<file path="src/icache_cfg.svh">
`ifndef ICACHE_CFG_SVH
`define ICACHE_CFG_SVH

// fetch address, block aligned
`define ICACHE_ADDR_SIZE 16

// byte offset inside one block
`define ICACHE_OFFSET_SIZE 3

// set index and remaining tag bits
`define ICACHE_INDEX_SIZE 4
`define ICACHE_TAG_SIZE 9

// geometry
`define ICACHE_SETS 16
`define ICACHE_WAYS 2
`define ICACHE_BLOCK_SIZE 64

// memory transaction tag, zero means none
`define MEM_TAG_SIZE 4

// request to data return, in cycles
`define MEM_LATENCY 6

`endif

</file>
<file path="src/icache_pkg.sv">
`include "icache_cfg.svh"

package icache_pkg;

	// block aligned program counter
	typedef logic [`ICACHE_ADDR_SIZE-1:0] pc_t;

	typedef logic [`ICACHE_INDEX_SIZE-1:0] index_t;

	typedef logic [`ICACHE_TAG_SIZE-1:0] tag_t;

	// one instruction block, the unit of fetch
	typedef logic [`ICACHE_BLOCK_SIZE-1:0] block_t;

	// one lookup into the tag array
	typedef struct packed
	{
		logic en;
		index_t index;
		tag_t tag;
	} lookup_t;

	// subsystem output, a single cycle strobe
	typedef struct packed
	{
		logic valid;
		pc_t pc;
		block_t block;
	} fetch_out_t;

	typedef enum logic [1:0]
	{
		LOOKUP,
		WAIT_FILL,
		REDIRECT
	} ctrl_state_t;

endpackage

</file>
<file path="src/mem_bus_pkg.sv">
`include "icache_cfg.svh"

package mem_bus_pkg;

	// transaction tag, zero is reserved for idle
	typedef logic [`MEM_TAG_SIZE-1:0] mem_tag_t;

	// line address with a zero byte offset
	typedef logic [`ICACHE_ADDR_SIZE-1:0] mem_addr_t;

	typedef logic [`ICACHE_BLOCK_SIZE-1:0] mem_data_t;

	typedef struct packed
	{
		logic valid;
		mem_addr_t addr;
	} mem_req_t;

	// data return, tag of zero when nothing comes back
	typedef struct packed
	{
		mem_tag_t tag;
		mem_data_t block;
	} mem_resp_t;

endpackage

</file>
<file path="src/icache_ctrl.sv">
`include "icache_cfg.svh"

module icache_ctrl (
	input logic clock,
	input logic reset,
	input logic redirect_valid,
	input icache_pkg::pc_t redirect_pc,
	input logic demand_hit,
	input logic demand_miss,
	input logic pref_miss,
	input logic cache_full,
	input logic fill_done,
	output icache_pkg::lookup_t demand,
	output icache_pkg::lookup_t prefetch,
	output logic do_lookup,
	output icache_pkg::pc_t fetch_pc,
	output logic fetch_fire
);

	// bytes per block
	localparam icache_pkg::pc_t STEP = icache_pkg::pc_t'(1) << `ICACHE_OFFSET_SIZE;

	icache_pkg::ctrl_state_t state;
	icache_pkg::pc_t pc;
	icache_pkg::pc_t pref_ptr;
	icache_pkg::pc_t target;

	function automatic icache_pkg::lookup_t make_lookup(input logic en, input icache_pkg::pc_t addr);
		icache_pkg::lookup_t l;
		l.en = en;
		l.index = addr[`ICACHE_OFFSET_SIZE +: `ICACHE_INDEX_SIZE];
		l.tag = addr[`ICACHE_ADDR_SIZE-1 -: `ICACHE_TAG_SIZE];
		return l;
	endfunction

	// no lookup in the redirect cycle, the line would be dropped anyway
	assign do_lookup = (state == icache_pkg::LOOKUP) && !redirect_valid;

	assign demand = make_lookup(do_lookup, pc);
	assign prefetch = make_lookup(do_lookup, pref_ptr);

	assign fetch_pc = pc;
	assign fetch_fire = (do_lookup && demand_hit) || fill_done;

	always_ff @(posedge clock)
	begin
		if (reset)
		begin
			state <= icache_pkg::LOOKUP;
			pc <= '0;
			pref_ptr <= STEP;
			target <= '0;
		end
		else if (redirect_valid)
		begin
			target <= redirect_pc;
			state <= icache_pkg::REDIRECT;
		end
		else
		begin
			case (state)
				icache_pkg::LOOKUP:
				begin
					if (demand_hit)
					begin
						pc <= pc + STEP;
						pref_ptr <= pref_ptr + STEP;
					end
					else
					begin
						if (demand_miss && !cache_full)
						begin
							state <= icache_pkg::WAIT_FILL;
						end
						// prefetch line already covered, run one more line ahead
						if (!pref_miss && (pref_ptr - pc) == STEP)
						begin
							pref_ptr <= pref_ptr + STEP;
						end
					end
				end
				icache_pkg::WAIT_FILL:
				begin
					if (fill_done)
					begin
						pc <= pc + STEP;
						state <= icache_pkg::LOOKUP;
						// keep the prefetch pointer ahead of the new pc
						if (pref_ptr == pc + STEP)
						begin
							pref_ptr <= pref_ptr + STEP;
						end
					end
				end
				icache_pkg::REDIRECT:
				begin
					pc <= target;
					pref_ptr <= target + STEP;
					state <= icache_pkg::LOOKUP;
				end
				default:
				begin
					state <= icache_pkg::LOOKUP;
				end
			endcase
		end
	end

	// the cache only forwards a line the controller is waiting for
	a_fill_in_wait: assert property (@(posedge clock) disable iff (reset)
		fill_done |-> state == icache_pkg::WAIT_FILL);

endmodule

</file>
<file path="src/icache_mem.sv">
`include "icache_cfg.svh"

module icache_mem (
	input logic clock,
	input logic reset,
	input icache_pkg::lookup_t demand,
	input icache_pkg::lookup_t prefetch,
	input logic do_lookup,
	input logic cancel,
	input mem_bus_pkg::mem_tag_t mem_response,
	input mem_bus_pkg::mem_resp_t mem_resp,
	output logic demand_hit,
	output logic demand_miss,
	output logic pref_miss,
	output logic cache_full,
	output logic fill_done,
	output icache_pkg::block_t read_data,
	output mem_bus_pkg::mem_req_t mem_req
);

	icache_pkg::block_t data_q [`ICACHE_SETS][`ICACHE_WAYS];
	icache_pkg::tag_t tag_q [`ICACHE_SETS][`ICACHE_WAYS];
	logic [`ICACHE_WAYS-1:0] valid_q [`ICACHE_SETS];
	mem_bus_pkg::mem_tag_t outst_q [`ICACHE_SETS][`ICACHE_WAYS];
	// per set, the way to evict next
	logic [`ICACHE_SETS-1:0] lru_q;

	// tag of the line the controller is waiting on
	logic await_valid;
	mem_bus_pkg::mem_tag_t await_tag;

	logic [`ICACHE_WAYS-1:0] d_hit_way;
	logic [`ICACHE_WAYS-1:0] d_pend_way;
	logic [`ICACHE_WAYS-1:0] p_hit_way;
	logic [`ICACHE_WAYS-1:0] p_pend_way;
	logic d_hit_w;
	logic d_pend_w;
	logic d_victim;
	logic p_victim;
	logic d_lookup;
	logic p_lookup;
	logic d_fwd;
	logic d_alloc;
	logic p_alloc;
	logic resp_live;
	logic resp_known;
	mem_bus_pkg::mem_tag_t d_pend_tag;
	logic [`ICACHE_SETS-1:0][`ICACHE_WAYS-1:0] resp_hit;

	function automatic mem_bus_pkg::mem_addr_t line_addr(input icache_pkg::lookup_t l);
		return {l.tag, l.index, {`ICACHE_OFFSET_SIZE{1'b0}}};
	endfunction

	always_comb
	begin
		d_lookup = do_lookup && demand.en;
		p_lookup = do_lookup && prefetch.en;
		for (int w = 0; w < `ICACHE_WAYS; w++)
		begin
			d_hit_way[w] = valid_q[demand.index][w] && tag_q[demand.index][w] == demand.tag;
			d_pend_way[w] = outst_q[demand.index][w] != '0
				&& tag_q[demand.index][w] == demand.tag;
			p_hit_way[w] = valid_q[prefetch.index][w] && tag_q[prefetch.index][w] == prefetch.tag;
			p_pend_way[w] = outst_q[prefetch.index][w] != '0
				&& tag_q[prefetch.index][w] == prefetch.tag;
		end
		d_hit_w = d_hit_way[1];
		d_pend_w = d_pend_way[1];
		d_pend_tag = outst_q[demand.index][d_pend_w];
		resp_live = mem_resp.tag != '0;

		// line in flight returns right now, pass it through
		d_fwd = d_lookup && |d_pend_way && resp_live && d_pend_tag == mem_resp.tag;
		demand_hit = d_lookup && (|d_hit_way || d_fwd);
		demand_miss = d_lookup && !demand_hit;

		d_victim = lru_q[demand.index];
		cache_full = demand_miss && !(|d_pend_way) && outst_q[demand.index][d_victim] != '0;
		d_alloc = demand_miss && !(|d_pend_way) && !cache_full;

		// prefetch only rides on a demand hit, into another set
		pref_miss = p_lookup && !(|p_hit_way) && !(|p_pend_way);
		p_victim = lru_q[prefetch.index];
		p_alloc = pref_miss && demand_hit && prefetch.index != demand.index
			&& outst_q[prefetch.index][p_victim] == '0;

		for (int s = 0; s < `ICACHE_SETS; s++)
		begin
			for (int w = 0; w < `ICACHE_WAYS; w++)
			begin
				resp_hit[s][w] = resp_live && outst_q[s][w] == mem_resp.tag;
			end
		end
		resp_known = |resp_hit;
	end

	assign fill_done = await_valid && !cancel && resp_live && mem_resp.tag == await_tag;

	assign read_data = (fill_done || d_fwd) ? mem_resp.block : data_q[demand.index][d_hit_w];

	assign mem_req.valid = d_alloc || p_alloc;
	assign mem_req.addr = d_alloc ? line_addr(demand) : line_addr(prefetch);

	always_ff @(posedge clock)
	begin
		if (reset)
		begin
			for (int s = 0; s < `ICACHE_SETS; s++)
			begin
				valid_q[s] <= '0;
				for (int w = 0; w < `ICACHE_WAYS; w++)
				begin
					outst_q[s][w] <= '0;
				end
			end
			lru_q <= '0;
			await_valid <= 1'b0;
			await_tag <= '0;
		end
		else
		begin
			// returning line becomes valid, its way is free again
			for (int s = 0; s < `ICACHE_SETS; s++)
			begin
				for (int w = 0; w < `ICACHE_WAYS; w++)
				begin
					if (resp_hit[s][w])
					begin
						valid_q[s][w] <= 1'b1;
						outst_q[s][w] <= '0;
					end
				end
			end

			if (d_alloc)
			begin
				valid_q[demand.index][d_victim] <= 1'b0;
				outst_q[demand.index][d_victim] <= mem_response;
				lru_q[demand.index] <= !d_victim;
			end
			else if (demand_hit)
			begin
				lru_q[demand.index] <= d_fwd ? !d_pend_w : !d_hit_w;
			end

			if (p_alloc)
			begin
				valid_q[prefetch.index][p_victim] <= 1'b0;
				outst_q[prefetch.index][p_victim] <= mem_response;
				lru_q[prefetch.index] <= !p_victim;
			end

			if (cancel)
			begin
				await_valid <= 1'b0;
			end
			else if (demand_miss && !cache_full)
			begin
				await_valid <= 1'b1;
				// a line already in flight is awaited under its own tag
				await_tag <= d_alloc ? mem_response : d_pend_tag;
			end
			else if (fill_done)
			begin
				await_valid <= 1'b0;
			end
		end
	end

	always_ff @(posedge clock)
	begin
		for (int s = 0; s < `ICACHE_SETS; s++)
		begin
			for (int w = 0; w < `ICACHE_WAYS; w++)
			begin
				if (resp_hit[s][w])
				begin
					data_q[s][w] <= mem_resp.block;
				end
			end
		end
		if (d_alloc)
		begin
			tag_q[demand.index][d_victim] <= demand.tag;
		end
		if (p_alloc)
		begin
			tag_q[prefetch.index][p_victim] <= prefetch.tag;
		end
	end

	// every return belongs to a way that requested it
	a_resp_known: assert property (@(posedge clock) disable iff (reset)
		resp_live |-> resp_known);

	// memory takes every request in the cycle it is made
	a_req_tagged: assert property (@(posedge clock) disable iff (reset)
		mem_req.valid |-> mem_response != '0);

endmodule

</file>
<file path="src/mem_model.sv">
`include "icache_cfg.svh"

module mem_model (
	input logic clock,
	input logic reset,
	input mem_bus_pkg::mem_req_t mem_req,
	output mem_bus_pkg::mem_tag_t mem_response,
	output mem_bus_pkg::mem_resp_t mem_resp
);

	mem_bus_pkg::mem_tag_t next_tag;
	mem_bus_pkg::mem_tag_t pipe_tag [`MEM_LATENCY];
	mem_bus_pkg::mem_addr_t pipe_addr [`MEM_LATENCY];
	mem_bus_pkg::mem_addr_t out_addr;
	logic tag_clash;

	// tag handed out in the request cycle
	assign mem_response = mem_req.valid ? next_tag : '0;

	always_ff @(posedge clock)
	begin
		if (reset)
		begin
			next_tag <= mem_bus_pkg::mem_tag_t'(1);
		end
		else if (mem_req.valid)
		begin
			// 1 to 15, zero stays free for idle
			next_tag <= (next_tag == '1) ? mem_bus_pkg::mem_tag_t'(1) : next_tag + 1'b1;
		end
	end

	// tag stage per cycle of latency, zero for an empty slot
	always_ff @(posedge clock)
	begin
		if (reset)
		begin
			for (int i = 0; i < `MEM_LATENCY; i++)
			begin
				pipe_tag[i] <= '0;
			end
		end
		else
		begin
			pipe_tag[0] <= mem_response;
			for (int i = 1; i < `MEM_LATENCY; i++)
			begin
				pipe_tag[i] <= pipe_tag[i-1];
			end
		end
	end

	always_ff @(posedge clock)
	begin
		pipe_addr[0] <= mem_req.addr;
		for (int i = 1; i < `MEM_LATENCY; i++)
		begin
			pipe_addr[i] <= pipe_addr[i-1];
		end
	end

	assign out_addr = pipe_addr[`MEM_LATENCY-1];

	// block contents follow from the line address
	assign mem_resp = '{
		tag: pipe_tag[`MEM_LATENCY-1],
		block: {out_addr, ~out_addr, out_addr ^ 16'hA5A5, out_addr + 16'd1}
	};

	always_comb
	begin
		tag_clash = 1'b0;
		for (int i = 0; i < `MEM_LATENCY; i++)
		begin
			for (int j = i + 1; j < `MEM_LATENCY; j++)
			begin
				if (pipe_tag[i] != '0 && pipe_tag[i] == pipe_tag[j])
				begin
					tag_clash = 1'b1;
				end
			end
		end
	end

	// counter must not wrap onto a tag still in flight
	a_unique_tags: assert property (@(posedge clock) disable iff (reset) !tag_clash);

endmodule

</file>
<file path="src/icache_top.sv">
module icache_top (
	input logic clock,
	input logic reset,
	input logic redirect_valid,
	input icache_pkg::pc_t redirect_pc,
	output icache_pkg::fetch_out_t fetch
);

	icache_pkg::lookup_t demand;
	icache_pkg::lookup_t prefetch;
	logic do_lookup;
	logic demand_hit;
	logic demand_miss;
	logic pref_miss;
	logic cache_full;
	logic fill_done;
	logic fetch_fire;
	logic cancel;
	icache_pkg::pc_t fetch_pc;
	icache_pkg::block_t read_data;
	mem_bus_pkg::mem_req_t mem_req;
	mem_bus_pkg::mem_tag_t mem_response;
	mem_bus_pkg::mem_resp_t mem_resp;

	// a redirect drops the awaited line
	assign cancel = redirect_valid;

	assign fetch = '{valid: fetch_fire, pc: fetch_pc, block: read_data};

	icache_ctrl u_ctrl (
		.clock(clock),
		.reset(reset),
		.redirect_valid(redirect_valid),
		.redirect_pc(redirect_pc),
		.demand_hit(demand_hit),
		.demand_miss(demand_miss),
		.pref_miss(pref_miss),
		.cache_full(cache_full),
		.fill_done(fill_done),
		.demand(demand),
		.prefetch(prefetch),
		.do_lookup(do_lookup),
		.fetch_pc(fetch_pc),
		.fetch_fire(fetch_fire)
	);

	icache_mem u_mem (
		.clock(clock),
		.reset(reset),
		.demand(demand),
		.prefetch(prefetch),
		.do_lookup(do_lookup),
		.cancel(cancel),
		.mem_response(mem_response),
		.mem_resp(mem_resp),
		.demand_hit(demand_hit),
		.demand_miss(demand_miss),
		.pref_miss(pref_miss),
		.cache_full(cache_full),
		.fill_done(fill_done),
		.read_data(read_data),
		.mem_req(mem_req)
	);

	mem_model u_memory (
		.clock(clock),
		.reset(reset),
		.mem_req(mem_req),
		.mem_response(mem_response),
		.mem_resp(mem_resp)
	);

endmodule

</file>
<file path="config.mk">
export PLATFORM = sky130hd
export DESIGN_NAME = icache_top
export DESIGN_NICKNAME = d
export VERILOG_FILES = /design/src/icache_pkg.sv /design/src/mem_bus_pkg.sv /design/src/icache_ctrl.sv /design/src/icache_mem.sv /design/src/mem_model.sv /design/src/icache_top.sv
export VERILOG_INCLUDE_DIRS = /design/src
export SDC_FILE = /design/constraint.sdc
export NUM_CORES = 2
export LEC_CHECK = 0
export BUFFER_PORTS_ARGS = -buffer_cell sky130_fd_sc_hd__buf_2
export CAP_MARGIN = 20
export CORE_ASPECT_RATIO = 0.5
export CORE_UTILIZATION = 55
export CTS_BUF_LIST = sky130_fd_sc_hd__clkbuf_4
export DETAILED_ROUTE_END_ITERATION = 8
export GPL_TIMING_DRIVEN = 0
export PLACE_DENSITY = 0.71
export SLEW_MARGIN = 5
export SYNTH_ARGS = -nofsm -noshare
export SYNTH_HDL_FRONTEND = slang
export SYNTH_HIERARCHICAL = 1
export SYNTH_SLANG_ARGS = --single-unit
</file>
<file path="constraint.sdc">
create_clock -name clock -period 5.43 [get_ports clock]
set_input_delay 0.543 -clock clock [delete_from_list [all_inputs] [get_ports clock]]
set_output_delay 0.543 -clock clock [all_outputs]
set_load 0.01 [all_outputs]
</file>
==> impl_metrics.toml <==
[power]
power_frac_seq = 0.546
switching_share = 0.235
max-vdd-ir-drop_uv = 182
comb_power_share = 0.068
switchingPower_uw = 9780
power.share.clock = 0.386
p_int_uw = 31900
p_per_area_nw_per_um2 = 313
power_leakage_uw = 0.0431

[synth]
synth_async_sr_flop_share = 0
synth.avg_cell_area_um2 = 18.7
synth_sequential_area_ratio = 0.699
yosys_most_used_dff = "sky130_fd_sc_hd__edfxtp_1"
synthesis.instances = 6009
ys_types = 111
postSynthRegisterBits = 2691
post_synth_instance_area_um2 = 112000
synth_edf_count = 2464
yosysWarnings = 6

[global_route]
grt_pass1_wl_um = 491000
antenna_found_initial = 10
grt-ovfl-total = 0
vias_in_the_first_global_route = 67615
grt_usage = 0.339
grt_max_degree = 40

[worst_setup_path]
r2r_cells = 16
worst-setup-path-type = "reg -> out"
crit_slowest_cell = "sky130_fd_sc_hd__a2111oi_2"
crit_start = "u_ctrl/fetch_pc[3]"
regToRegSetupSlack_ps = -360
end_kind = "primary output"
r2r-start = "u_ctrl/fetch_pc[5]"
crit_path_cell_trace = "buf_16 -> buf_12 -> buf_16 -> buf_16 -> mux2i_4 -> o32ai_1 -> a2111oi_2 -> mux2_4 -> nor4bb_4 -> nand4b_1 -> nand2_2 -> o2111ai_4 -> nor3_4 -> or2_4 -> buf_6 -> buf_12 -> buf_12 -> clkbuf_16 -> o21ai_4 -> buf_6"
cp.required_ps = 4890
rr_endpoint = "u_mem/tag_q[11][0]"
worst_ep_arrival_time_ps = 5690
critical_path.startpoint_type = "register"
critical-path-top-delay-family = "buffers and inverters"
worst-path-stages = 20
setup.worst_path.end = "fetch[36]"
critPathMaxStageDelay_ps = 510
path_buf_inv = 9
worst-path-max-fanout = 10

[die]
die_w_um = 641
die_outline_area_um2 = 206000
io-pin-count = 100
coreArea_um2 = 202000
die_y_um = 322
std_cell_rows = 116
start_util = 0.558

[detailed_routing]
dr_total_vias = 68110
wire_length_on_met1_um = 132000
met3RoutedLength_um = 45000
detail_route.vias_per_cell = 6.70
topRoutingLayerUsed = "met5"
route.final.wire_length_um = 352000
drt.antenna.violating_nets = 0
avgRoutedWirePerCell_um = 34.6
detail_route.iter0.violations = 9662
drt_pass1_iterations = 6
route.met2.wl_um = 159000
remaining_drc_errors = 0

[placement]
buffer_ports.inserted = 99
place.detailed.instances = 9017
routabilityCongestion = 0.980
preCtsSetupSlack_ps = -3770
dp_hpwl_um = 234000
detailed_place.area_um2 = 120000

[clock_tree]
cts_inserted_buffers = 598
cts_tree = "done"
clk_latency_ps = 1320
clk_pin_slew_worst_paths_ps = 80
clkSinkCount = 2691
h-tree-depth = 6
cts-root-buf = "sky130_fd_sc_hd__clkbuf_4"
clock_tree.buffer_depth = 4

[outcome]
violations = "setup timing"
run_status = "finished, violations left"

[timing]
finalCriticalPeriod_ps = 6240
fin_worst_skew_ps = 150
rsz_0062_raised_after_global_routing = "true"
final.period_utilization = 1.15
final.setup.worst_slack_ps = -806
hold_ws_ps = 107
worst_slew_pin_slew_ps = 1240
slew_violations = 0
hold_viol = 0
timing.max_slew.rel_slack = 0.172
setup_viol = 511
max_freq_mhz = 160

[final_layout]
final_nets = 7062
finalNonFillerCells = 10164
post-route-util = 0.660
design_area_um2 = 133000
post_route_cells_drive_above_1_share = 0.394
flow.area_growth_from_synthesis_pct = 18.3

[worst_hold_path]
hp-class = "in -> reg"

[job]
maxCapViolations = 0
synthesized netlist by cell type (41+ instances only):
library cell               instances  area [um^2]
sky130_fd_sc_hd__nand3_1          54          270
sky130_fd_sc_hd__buf_4            55          413
sky130_fd_sc_hd__xnor2_1         187         1640
sky130_fd_sc_hd__a22oi_1          60          450
sky130_fd_sc_hd__nor3_1           55          275
sky130_fd_sc_hd__edfxtp_1       2464        74000
sky130_fd_sc_hd__buf_1            80          300
sky130_fd_sc_hd__o22ai_1          41          257
sky130_fd_sc_hd__mux2_2           61          687
sky130_fd_sc_hd__inv_1            59          221
sky130_fd_sc_hd__mux2i_1         199         1990
sky130_fd_sc_hd__clkbuf_1        217          815
sky130_fd_sc_hd__dfxtp_1         227         4540
sky130_fd_sc_hd__nor2b_1          46          288
sky130_fd_sc_hd__nand4_1          56          350
sky130_fd_sc_hd__mux4_2          796        17900
sky130_fd_sc_hd__nor2_1          320         1200
sky130_fd_sc_hd__o21ai_0         142          711
sky130_fd_sc_hd__nand2_1         217          815
sky130_fd_sc_hd__a21oi_1          67          335
flip-flops by register name (all words and copies together) (netlist names), 24 cells and up:
register,flops
u_memory/pipe_addr,96
u_mem/tag_q,288
u_mem/outst_q,128
u_mem/data_q,2048
u_mem/valid_q,32
u_memory/pipe_tag,24
metal layers:
metal  track usage  vias to the layer above
met1         0.482                    35145
li1              -                    26980
met4         0.140                        6
met2         0.508                     5160
met3        0.0850                      819
met5             0                        -
cells by family after synthesis:
| kind of cell | synth area share |
|---|---|
| other cells | 0.0000334 |
| buf+inv | 0.0200 |
| compound gates | 0.0380 |
| mux | 0.183 |
| simple gates | 0.0414 |
| flops | 0.699 |
| xor+xnor | 0.0164 |
| fa+ha+maj | 0.00229 |
stage by stage:
step	power (uW)	TNS [ps]
2_1_floorplan	24700	0
3_3_place_gp	25500	-
3_5_place_dp	25700	-2586610
4_1_cts	41700	-134680
5_1_grt	43000	-158180
6_report	41700	-114700
placed cells by master, fill, tap and decap left out, types with 51 or more instances in the layout:
cell / n
sky130_fd_sc_hd__edfxtp_1: 2464
sky130_fd_sc_hd__clkbuf_4: 912
sky130_fd_sc_hd__buf_12: 146
sky130_fd_sc_hd__mux4_2: 796
sky130_fd_sc_hd__nand3_1: 51
sky130_fd_sc_hd__buf_2: 94
sky130_fd_sc_hd__nand2_1: 149
sky130_fd_sc_hd__buf_4: 152
sky130_fd_sc_hd__xnor2_1: 170
sky130_fd_sc_hd__nand2_4: 52
sky130_fd_sc_hd__nor2_1: 254
sky130_fd_sc_hd__a21oi_1: 63
sky130_fd_sc_hd__clkbuf_1: 89
sky130_fd_sc_hd__buf_6: 75
sky130_fd_sc_hd__o21ai_0: 73
sky130_fd_sc_hd__clkinv_1: 74
sky130_fd_sc_hd__dfxtp_1: 211
sky130_fd_sc_hd__inv_1: 56
sky130_fd_sc_hd__buf_8: 60
sky130_fd_sc_hd__mux2_2: 60
sky130_fd_sc_hd__nand4_1: 56
sky130_fd_sc_hd__clkbuf_2: 80
sky130_fd_sc_hd__mux2i_1: 168
worst min-delay path by stage:
| stage | start | endpoint | depth (start not counted) |
|---|---|---|---|
| final | redirect_pc[10] | u_ctrl/target[10] | 4 |
| after global routing | redirect_pc[8] | u_ctrl/target[8] | 4 |
| after CTS | redirect_pc[8] | u_ctrl/target[8] | 4 |
| after detailed placement | u_memory/pipe_addr[4][6] | u_memory/pipe_addr[5][6] | 0 |
| after global placement | u_memory/pipe_addr[1][1] | u_memory/pipe_addr[2][1] | 0 |
| after floorplan | u_memory/pipe_addr[0][0] | u_memory/pipe_addr[1][0] | 0 |
worst min-delay path: stages:
cell	delay, ps
sky130_fd_sc_hd__dlygate4sd3_1	510
sky130_fd_sc_hd__buf_2	90
sky130_fd_sc_hd__a21oi_1	50
sky130_fd_sc_hd__nor2_1	70
power groups by stage:
stage	logic (uW)	registers, uW	clock network [uW]
6_report	2840	22800	16100
3_3_place_gp	2280	23300	0
4_1_cts	2640	22800	16300
3_5_place_dp	2440	23200	0
2_1_floorplan	1520	23200	0
5_1_grt	2940	22800	17300
final cells by class:
| cell class | instances | area (um^2) |
|---|---|---|
| diodes | 2 | 5.00 |
| plain buffers | 404 | 3180 |
| clock buffers | 892 | 6700 |
| clock inverters | 133 | 906 |
| fillers | 13308 | 68600 |
| inverters | 61 | 239 |
| multi-input cells | 2844 | 34100 |
| flip-flops and latches | 2691 | 78600 |
| well taps | 2714 | 3400 |
| repair buffers | 423 | 5860 |
timing repair:
action | in CTS | in global routing
hold buffers | 18 | 0
endpoints found under the setup margin | 998 | 657
resized for setup | 815 | 325
pin swaps | 43 | 73
hold endpoints to repair | 47 | 0
cloned | 6 | 9
buffers inserted | 60 | 33
Power figures use the tool's default switching activity.
